===== src/design/rv_pkg.sv =====
package rv_pkg;

    localparam int xlen = 32;   // Data and address width

    // Major opcodes of the supported subset
    typedef enum logic [6:0] {
        op_load   = 7'b0000011,
        op_imm    = 7'b0010011,
        op_store  = 7'b0100011,
        op_reg    = 7'b0110011,
        op_branch = 7'b1100011
    } opcode_e;

    typedef enum logic [1:0] {
        imm_i = 2'b00,   // Loads and immediate arithmetic
        imm_s = 2'b01,   // Stores
        imm_b = 2'b10    // Branches
    } imm_src_e;

    // Coarse ALU work requested by the main decoder
    typedef enum logic [1:0] {
        alu_cls_add  = 2'b00,   // Address arithmetic
        alu_cls_sub  = 2'b01,   // Branch compare
        alu_cls_func = 2'b10    // Function fields decide
    } alu_class_e;

    typedef enum logic [2:0] {
        alu_add = 3'b000,
        alu_sub = 3'b001,
        alu_and = 3'b010,
        alu_or  = 3'b011,
        alu_slt = 3'b101
    } alu_op_e;

    // Main control word
    typedef struct packed {
        logic       reg_wr_en;
        logic       mem_wr_en;
        imm_src_e   imm_src;
        logic       alu_src;      // 1 selects the immediate
        logic       branch;
        logic       result_src;   // 1 selects load data
        alu_class_e alu_class;
    } ctrl_t;

    typedef struct packed {
        logic [6:0] funct7;
        logic [4:0] rs2;
        logic [4:0] rs1;
        logic [2:0] funct3;
        logic [4:0] rd;
        logic [6:0] opcode;
    } r_fmt_t;

    typedef struct packed {
        logic [11:0] imm;
        logic [4:0]  rs1;
        logic [2:0]  funct3;
        logic [4:0]  rd;
        logic [6:0]  opcode;
    } i_fmt_t;

    typedef struct packed {
        logic [6:0] imm_hi;   // imm[11:5]
        logic [4:0] rs2;
        logic [4:0] rs1;
        logic [2:0] funct3;
        logic [4:0] imm_lo;   // imm[4:0]
        logic [6:0] opcode;
    } s_fmt_t;

    // Branch offset bits are scattered across the word
    typedef struct packed {
        logic       imm_12;
        logic [5:0] imm_10_5;
        logic [4:0] rs2;
        logic [4:0] rs1;
        logic [2:0] funct3;
        logic [3:0] imm_4_1;
        logic       imm_11;
        logic [6:0] opcode;
    } b_fmt_t;

    // One instruction word, four views
    typedef union packed {
        r_fmt_t r_fmt;
        i_fmt_t i_fmt;
        s_fmt_t s_fmt;
        b_fmt_t b_fmt;
    } instr_u;

endpackage


===== src/design/main_decoder.sv =====
module main_decoder import rv_pkg::*; (
    input  opcode_e opcode,
    output ctrl_t   ctrl
);

    always_comb begin
        // Everything inactive unless the opcode is recognised
        ctrl.reg_wr_en  = 1'b0;
        ctrl.mem_wr_en  = 1'b0;
        ctrl.imm_src    = imm_i;
        ctrl.alu_src    = 1'b0;
        ctrl.branch     = 1'b0;
        ctrl.result_src = 1'b0;
        ctrl.alu_class  = alu_cls_add;

        case (opcode)
            op_load: begin   // lw
                ctrl.reg_wr_en  = 1'b1;
                ctrl.imm_src    = imm_i;
                ctrl.alu_src    = 1'b1;
                ctrl.result_src = 1'b1;   // Write back load data
                ctrl.alu_class  = alu_cls_add;
            end

            op_imm: begin
                ctrl.reg_wr_en = 1'b1;
                ctrl.imm_src   = imm_i;
                ctrl.alu_src   = 1'b1;
                ctrl.alu_class = alu_cls_func;
            end

            op_store: begin   // sw
                ctrl.mem_wr_en = 1'b1;
                ctrl.imm_src   = imm_s;
                ctrl.alu_src   = 1'b1;
                ctrl.alu_class = alu_cls_add;
            end

            op_reg: begin
                ctrl.reg_wr_en = 1'b1;
                ctrl.alu_src   = 1'b0;
                ctrl.alu_class = alu_cls_func;
            end

            // beq compares by subtraction
            op_branch: begin
                ctrl.imm_src   = imm_b;
                ctrl.branch    = 1'b1;
                ctrl.alu_class = alu_cls_sub;
            end

            default: ;   // Unknown opcode acts as a bubble
        endcase
    end

endmodule


===== src/design/alu_decoder.sv =====
module alu_decoder import rv_pkg::*; (
    input  alu_class_e alu_class,
    input  logic [2:0] funct3,
    input  logic       funct7_b5,
    input  logic       op_b5,
    output alu_op_e    alu_op
);

    logic is_sub;

    // Only the register form with funct7[5] set is a subtract
    assign is_sub = funct7_b5 & op_b5;

    always_comb begin
        case (alu_class)
            alu_cls_add: alu_op = alu_add;
            alu_cls_sub: alu_op = alu_sub;
            alu_cls_func: begin
                case (funct3)
                    3'b000:  alu_op = is_sub ? alu_sub : alu_add;   // add, sub, addi
                    3'b010:  alu_op = alu_slt;
                    3'b110:  alu_op = alu_or;
                    3'b111:  alu_op = alu_and;
                    default: alu_op = alu_add;
                endcase
            end
            default: alu_op = alu_add;
        endcase
    end

endmodule


===== src/design/imm_extend.sv =====
module imm_extend import rv_pkg::*; (
    input  instr_u          instr,
    input  imm_src_e        imm_src,
    output logic [xlen-1:0] imm
);

    always_comb begin
        case (imm_src)
            imm_i: imm = {{(xlen-12){instr.i_fmt.imm[11]}}, instr.i_fmt.imm};

            imm_s: imm = {{(xlen-12){instr.s_fmt.imm_hi[6]}},
                          instr.s_fmt.imm_hi, instr.s_fmt.imm_lo};

            // Branch offsets are in halfwords, bit 0 always zero
            imm_b: imm = {{(xlen-13){instr.b_fmt.imm_12}},
                          instr.b_fmt.imm_12,
                          instr.b_fmt.imm_11,
                          instr.b_fmt.imm_10_5,
                          instr.b_fmt.imm_4_1,
                          1'b0};

            default: imm = '0;
        endcase
    end

endmodule


===== src/design/reg_file.sv =====
module reg_file import rv_pkg::*; (
    input  logic            clk,
    input  logic            rst,
    input  logic [4:0]      ra1,
    input  logic [4:0]      ra2,
    input  logic [4:0]      wa,
    input  logic            we,
    input  logic [xlen-1:0] wd,
    output logic [xlen-1:0] rd1,
    output logic [xlen-1:0] rd2
);

    logic [xlen-1:0] regs [1:31];   // x0 has no storage

    always_ff @(posedge clk) begin
        if (rst) begin
            for (int i = 1; i < 32; i++) begin
                regs[i] <= '0;
            end
        end else if (we && wa != 5'd0) begin
            regs[wa] <= wd;
        end
    end

    // x0 always reads as zero
    assign rd1 = (ra1 == 5'd0) ? '0 : regs[ra1];
    assign rd2 = (ra2 == 5'd0) ? '0 : regs[ra2];

endmodule


===== src/design/alu.sv =====
module alu import rv_pkg::*; (
    input  logic [xlen-1:0] a,
    input  logic [xlen-1:0] b,
    input  alu_op_e         op,
    output logic [xlen-1:0] y,
    output logic            zero
);

    logic lt;

    assign lt = $signed(a) < $signed(b);   // Signed compare for slt

    always_comb begin
        case (op)
            alu_add: y = a + b;
            alu_sub: y = a - b;
            alu_and: y = a & b;
            alu_or:  y = a | b;
            alu_slt: y = {{(xlen-1){1'b0}}, lt};
            default: y = '0;
        endcase
    end

    // Used by beq after a subtract
    assign zero = (y == '0);

endmodule


===== src/design/rv_core.sv =====
module rv_core import rv_pkg::*; (
    input  logic            clk,
    input  logic            rst,
    output logic [xlen-1:0] imem_addr,
    input  logic [xlen-1:0] imem_data,
    output logic [xlen-1:0] dmem_addr,
    output logic [xlen-1:0] dmem_wdata,
    output logic            dmem_we,
    input  logic [xlen-1:0] dmem_rdata
);

    logic [xlen-1:0] pc;
    logic [xlen-1:0] pc_next;
    instr_u          instr;
    opcode_e         opcode;
    ctrl_t           ctrl;
    alu_op_e         alu_op;
    logic [xlen-1:0] imm;
    logic [xlen-1:0] rd1;
    logic [xlen-1:0] rd2;
    logic [xlen-1:0] alu_b;
    logic [xlen-1:0] alu_y;
    logic            alu_zero;
    logic [xlen-1:0] result;
    logic            reg_we;

    assign instr  = imem_data;
    assign opcode = opcode_e'(instr.r_fmt.opcode);

    // Taken branch adds the B offset, otherwise next word
    assign pc_next = (ctrl.branch && alu_zero) ? pc + imm : pc + xlen'(4);

    always_ff @(posedge clk) begin
        if (rst) begin
            pc <= '0;
        end else begin
            pc <= pc_next;
        end
    end

    assign imem_addr = pc;

    main_decoder u_main_decoder (
        .opcode (opcode),
        .ctrl   (ctrl)
    );

    alu_decoder u_alu_decoder (
        .alu_class (ctrl.alu_class),
        .funct3    (instr.r_fmt.funct3),
        .funct7_b5 (instr.r_fmt.funct7[5]),
        .op_b5     (instr.r_fmt.opcode[5]),   // Separates add from addi
        .alu_op    (alu_op)
    );

    imm_extend u_imm_extend (
        .instr   (instr),
        .imm_src (ctrl.imm_src),
        .imm     (imm)
    );

    // No architectural writes while in reset
    assign reg_we  = ctrl.reg_wr_en & ~rst;
    assign dmem_we = ctrl.mem_wr_en & ~rst;

    reg_file u_reg_file (
        .clk (clk),
        .rst (rst),
        .ra1 (instr.r_fmt.rs1),
        .ra2 (instr.r_fmt.rs2),
        .wa  (instr.r_fmt.rd),
        .we  (reg_we),
        .wd  (result),
        .rd1 (rd1),
        .rd2 (rd2)
    );

    assign alu_b = ctrl.alu_src ? imm : rd2;

    alu u_alu (
        .a    (rd1),
        .b    (alu_b),
        .op   (alu_op),
        .y    (alu_y),
        .zero (alu_zero)
    );

    assign dmem_addr  = alu_y;
    assign dmem_wdata = rd2;   // sw data comes from rs2

    assign result = ctrl.result_src ? dmem_rdata : alu_y;

endmodule


===== config.mk =====
export PLATFORM = sky130hd
export DESIGN_NAME = rv_core
export DESIGN_NICKNAME = d
export VERILOG_FILES = /design/src/design/rv_pkg.sv /design/src/design/main_decoder.sv /design/src/design/alu_decoder.sv /design/src/design/imm_extend.sv /design/src/design/reg_file.sv /design/src/design/alu.sv /design/src/design/rv_core.sv
export SDC_FILE = /design/constraint.sdc
export NUM_CORES = 2
export LEC_CHECK = 0
export BUFFER_PORTS_ARGS = -buffer_cell sky130_fd_sc_hd__buf_2
export CAP_MARGIN = 10
export CORE_ASPECT_RATIO = 1.4
export CORE_MARGIN = 2
export CORE_UTILIZATION = 40
export CTS_CLUSTER_DIAMETER = 60
export CTS_CLUSTER_SIZE = 25
export DETAILED_ROUTE_END_ITERATION = 16
export PLACE_DENSITY = 0.55
export SKIP_LAST_GASP = 1
export SLEW_MARGIN = 20
export SYNTH_ARGS = -nofsm -noshare
export SYNTH_HDL_FRONTEND = slang
export SYNTH_HIERARCHICAL = 1
export SYNTH_SLANG_ARGS = --single-unit

===== constraint.sdc =====
create_clock -name clk -period 8 [get_ports clk]
set_input_delay 0.4 -clock clk [delete_from_list [all_inputs] [get_ports clk]]
set_output_delay 0.4 -clock clk [all_outputs]
set_load 0.01 [all_outputs]

After elaboration in Yosys (flattened, before gate mapping):

Memory sizes are Yosys's and may differ from the RTL's.
Index checks and enable logic that the tools add are counted.

* output and inout bits: 97
* bits in registers: 32
* memory bits (read-only): 0
* bits in latches: 0
* bits in writable memories: 992
* logic and storage cells: 67
* memories kept: 1

Memories
* u_reg_file.regs: words 31, bits a word 32, read ports 2, clocked after memory_dff 0, wr ports 31, line reg_file.sv:13 `logic [xlen-1:0] regs [1:31];`

* bitwise operators: 6
* reductions and logical operators: 13
* add/subtract/negate cells: 4
* $mul: 0
* equal/unequal tests: 16
* multiplexer cells: 25
* $lt $le $gt $ge: 1
* shift-type cells: 0
* divide/modulo/power cells: 0

Operator list (number)
* $mux 32: 6
* $pmux 32 s5: 1
* $pmux 32 s3: 1
* $add 32x32->32: 2
* $add 32x3->32 const B: 1
* $and 32x32->32: 1
* $logic_not 32->1: 1
* $lt 32x32->1: 1
* $or 32x32->32: 1
* $reduce_or 32->1: 1
* $sub 32x32->32: 1
* $eq 7x6->1 const B: 2
* $mux 1: 12
* $pmux 3 s4: 1
* $logic_not 5->1: 2
* $eq 3x2->1 const B: 3
* $eq 3x3->1 const B: 3
* $pmux 2 s2: 2
* $eq 7x2->1 const B: 1
* $eq 7x5->1 const B: 1
* $eq 7x7->1 const B: 1
* $logic_not 3->1: 2
* $pmux 3 s2: 1
* $reduce_or 3->1: 2
* other kinds (10): 15

Depth between registers and ports, before layout:

* word-level depth: 10
* gate-level depth with buffers: 31
* depth with buffers taken out: 24

Cells and area by module:

Netlist, hierarchy kept.

By module, submodules not included
* reg_file: cells an instance 3765, instances 1, seq. area each 30749.5 um^2, area an instance 54631.1 um^2
* alu: cells an instance 818, instances 1, seq. area each 0.0 um^2, area an instance 5524.0 um^2
* rv_core: cells an instance 517, instances 1, seq. area each 640.6 um^2, area an instance 4156.5 um^2
* imm_extend: cells an instance 43, instances 1, seq. area each 0.0 um^2, area an instance 326.6 um^2
* main_decoder: cells an instance 13, instances 1, seq. area each 0.0 um^2, area an instance 126.4 um^2
* alu_decoder: cells an instance 11, instances 1, seq. area each 0.0 um^2, area an instance 96.3 um^2

Least setup slack after synthesis:

No wires, ideal clock.

* path type: input to register
* start: input imem_data[22]
* end: register pc[27] (netlist: imem_addr[27])
* data arrival time: 6.704 ns
* buffers on the path: 6
* stages: 26
* setup time: 0.140 ns
* path slack: 1.156 ns
* path through: buf_2 -> buf_2 -> clkbuf_1 -> mux4_2 -> a22o_1 -> a2111oi_0 -> nor3_1 -> mux2_2 -> ha_1 -> fa_1 -> nor2_1 -> o311ai_4 -> and2_2 -> a221oi_2 -> nand2_1 -> or4_1 -> or4_1 -> nor4_1 -> nor4b_2 -> and4_1 -> nor4bb_4 -> and2_1 -> clkbuf_1 -> buf_1 -> buf_1 -> a21boi_0

* word-level cells in the longest chain between the ends: 8

Ends and longest elaborated chain
* start: declaration: line rv_core.sv:5 `input logic [xlen-1:0] imem_data,`
* $mem_v2 31x32 / $logic_not 5->1 (equally long branches)
* $mux 32 (*): line reg_file.sv:27 `assign rd2 = (ra2 == 5'd0) ? '0 : regs[ra2];`
* named net dmem_wdata[0]: line rv_core.sv:7 `output logic [xlen-1:0] dmem_wdata,`
* $mux 32 (*): line rv_core.sv:78 `assign alu_b = ctrl.alu_src ? imm : rd2;`
* named net alu_b[0]: line rv_core.sv:21 `logic [xlen-1:0] alu_b;`
* $sub 32x32->32 / $add 32x32->32 (equally long branches): line alu.sv:16, alu.sv:15
* $pmux 32 s5 (*): line alu.sv:14 `case (op)`
* named net dmem_addr[6]: line rv_core.sv:6 `output logic [xlen-1:0] dmem_addr,`
* $logic_not 32->1 (*): line alu.sv:25 `assign zero = (y == '0);`
* named net alu_zero: line rv_core.sv:23 `logic alu_zero;`
* $logic_and 1x1->1 (*): line rv_core.sv:31 `assign pc_next = (ctrl.branch && alu_zero) ? pc + imm : pc + xlen'(4);`
* $mux 32 (*): line rv_core.sv:31
* end signal: assignment: line rv_core.sv:37 `pc <= pc_next;`
* end: declaration: line rv_core.sv:12 `logic [xlen-1:0] pc;`

Mark *: on every way through the listed nets, which the timed path passes. The rest lies on a longest branch.
A chain may end at the register's enable or synchronous reset.

==> out/qor.tcl <==
set qor(status) {finished clean}
set qor(synth_seq_area_share_pct) 48.4
set qor(clock_skew_ns) 0.0471
set qor(track_usage_pct) 29.8
set qor(slowest_delay_ns) 0.64
set qor(hpwlAfterDp_mm) 170
set qor(globalplace.congestion) 1.02
set qor(synth_async_sr_flop_share_pct) 0
set qor(cts_resized) 0
set qor(critical_path.slowest_cell) {sky130_fd_sc_hd__a2111oi_0}
set qor(overflow) 0
set qor(clock_tree_from_tritoncts) {done}
set qor(max-vdd-ir-drop_mv) 0.153
set qor(die_height_um) 480
set qor(finalSetupTns_ns) 0
set qor(max_clock_freq_ghz) 0.129
set qor(finalCritPeriodShare_pct) 96.8
set qor(grt_pass1_vias) 47061
set qor(pin_count_of_the_biggest_net_entering_global_routing) 72
set qor(path_class) {flip-flop to flip-flop}
set qor(via_per_inst) 6.33
set qor(final_antenna_net_count) 0
set qor(pin_count) 163
set qor(routed_wire_length_per_instance_um) 33.6
set qor(post_syn_instances) 5167
set qor(clock_latency_ns) 0.73
set qor(syn-mean-instance-area_um2) 12.6
set qor(cts_sinks) 1056
set qor(wl_met3_mm) 19.9
set qor(yosys_warnings) 6
set qor(drive_above_1_share_pct) 22.6
set qor(synth_area_um2) 64900
set qor(postSynth.topFlopCell) {sky130_fd_sc_hd__edfxtp_1}
set qor(clk_path_buf_depth) 3
set qor(clock_tree.root_cell) {sky130_fd_sc_hd__clkbuf_16}
set qor(initial_core_util_pct) 40.3
set qor(dr.pass1.iters) 6
set qor(place.detailed.instances) 7300
set qor(critPathMostFrequentCell) {sky130_fd_sc_hd__buf_4}
set qor(grt_first_pass_wirelength_mm) 350
set qor(port-buffer-count) 162
set qor(drt-met1-wl_mm) 92.9
set qor(fp.coreArea_um2) 161000
set qor(floorplan.rows) 174
set qor(synth.ff_latch_count) 1056
set qor(die_x_um) 344
set qor(drt_wl_total_mm) 250
set qor(drt_first_iter_violations) 5293
set qor(edff_count_synth) 1024
set qor(yosys.cell_types.count) 103
set qor(time_the_worst_path_needs_with_i_o_delays_and_setup_ns) 7.74
set qor(timing.critical_path.arrival_ns) 8.30
set qor(final_worst_path_setup_slack_ns) 0.260
set qor(clkTransAtPathRegs_ns) 0.09
set qor(remaining_drc_errors) 0
set qor(maxCapViolCount) 0
set qor(dr_total_vias) 47060
set qor(timing_max_transition_violations_final) 0
set qor(timing_hold_violations_final) 0
set qor(worst-slew-pin-transition_ns) 1.20
set qor(antenna_violations_before_repair) 9
set qor(dp_worst_setup_slack_ns) -0.311
set qor(crit_path_start_kind) {flip-flop}
set qor(crit_path_max_fanout) 7
set qor(grt_setup_unrepaired) {no}
set qor(topRoutingLayerUsed) {met5}
set qor(crit_path_end_kind) {flip-flop}
set qor(timing.critical_path.required_ns) 8.56
set qor(numCtsBuffers) 69
set qor(stdcell_count) 7433
set qor(post_cts_hold_buffer_count) 0
set qor(max-slew-margin-rel_pct) 19.7
set qor(area_enclosed_by_the_die_boundary_um2) 165000
set qor(layout.nets) 5469
set qor(total_leakage_power_uw) 0.0270
set qor(cts_setup_buffers) 0
set qor(met2_length_mm) 123
set qor(htree_num_levels) 3
set qor(syn_to_final_growth_pct) 10.4
set qor(min_path_type) {input pin to flip-flop}
set qor(power.density_cell_area_nw_per_um2) 203
set qor(finalSetupViolations) 0
layer usage:
layer	global-route usage, %	vias up
li1	-	19696
met1	36.2	24109
met2	51.0	2601
met3	4.53	648
met4	15.3	6
met5	0	-
through the flow:
stage / power [µW] / hold slack (ns) / cell area [µm²] / util [%]
after global routing: 15000 / 0.221 / 71600 / 44.5
after global placement: 10500 / 0.477 / 69200 / 43.0
after floorplan: 8810 / 0.496 / 65000 / -
after detailed placement: 10500 / 0.478 / 69200 / 43.0
after CTS: 14500 / 0.163 / 71600 / 44.5
final: 14600 / 0.197 / 71600 / 44.5
power by group:
| group | internal [µW] | switching [µW] | leakage (µW) |
|---|---|---|---|
| Sequential | 6300 | 131 | 0.0108 |
| Clock | 1830 | 2230 | 0.00117 |
| Combinational | 1290 | 2790 | 0.0150 |
| Total | 9420 | 5150 | 0.0270 |
logic make-up (layout without fill, tap and decap cells):
kind of cell               Yosys count  after routing  share of synthesized area (%)
and+or+nand+nor                   1662           1662                           15.2
DFF                               1056           1056                           48.4
AOI/OAI and AO/OA                  826            826                           9.08
muxes                              791            791                           19.3
buffers and inverters              618            732                           4.34
adders and majority gates          144            144                           2.81
xor gates and xnor gates            69             69                          0.932
other                                1             41                        0.00578
placed cells by master (no fill, tap or decap), types with 77 or more instances in the layout:
cell type and n:
sky130_fd_sc_hd__edfxtp_1 1024, sky130_fd_sc_hd__and2_1 1006, sky130_fd_sc_hd__mux4_2 357, sky130_fd_sc_hd__mux2i_1 336, sky130_fd_sc_hd__buf_4 300, sky130_fd_sc_hd__a21oi_1 177
sky130_fd_sc_hd__buf_2 156, sky130_fd_sc_hd__ha_1 141, sky130_fd_sc_hd__inv_1 120, sky130_fd_sc_hd__nor2_1 117, sky130_fd_sc_hd__nand2_1 113, sky130_fd_sc_hd__a22oi_1 107
sky130_fd_sc_hd__mux2_2 98, sky130_fd_sc_hd__a211oi_1 78, sky130_fd_sc_hd__o21ai_0 77
critical path, delay by kind of cell (launching register included):
family                   cells  cell delay, ns
adder cells (fa/ha/maj)      2            0.64
multiplexers                 2            0.84
buffers and inverters        4            0.74
flip-flops                   1            0.40
AND/OR/NAND/NOR              9            2.31
AO/OA/AOI/OAI                8            2.67
cell type report:
class	count	area, µm²
Tap cell	2112	2640
Clock inverter	51	607
Fill cell	14514	89300
Timing Repair Buffer	488	3640
Antenna cell	9	22.5
Clock buffer	73	1810
Inverter	120	450
Multi-Input combinational cell	3524	31100
Sequential cell	1056	31400
registers in the layout (all words and copies together) (netlist names):
| register | count |
|---|---|
| imem_addr | 32 |
| u_reg_file/regs | 1024 |
Yosys cell counts (all sizes together), types with 38 or more instances:
library cell  instances  area share [%]
edfxtp             1024              47
and2               1011             9.8
mux4                357              12
clkbuf              349             2.1
mux2i               336             5.2
a21oi               179             1.4
nor2                151            0.87
buf                 149             1.5
ha                  141             2.7
inv                 120            0.69
nand2               114            0.66
a22oi               107             1.2
mux2                 98             1.7
o21ai                89            0.69
a211oi               80            0.94
nor2b                71            0.71
a2111oi              63            0.95
nor4                 58            0.58
o22ai                57            0.55
a22o                 55            0.74
nor3                 55            0.44
xnor2                53            0.72
or2                  38            0.37
worst paths after layout:
kind / cells past startpoint / slack (ns) / start / to
max: 25 / 0.26 / u_reg_file/regs[31][0] / imem_addr[26]
min: 3 / 0.20 / rst / imem_addr[11]
max reg2reg: 25 / 0.26 / u_reg_file/regs[31][0] / imem_addr[26]
min reg2reg: 2 / 0.49 / imem_addr[0] / imem_addr[0]
Power figures use the tool's default switching activity.
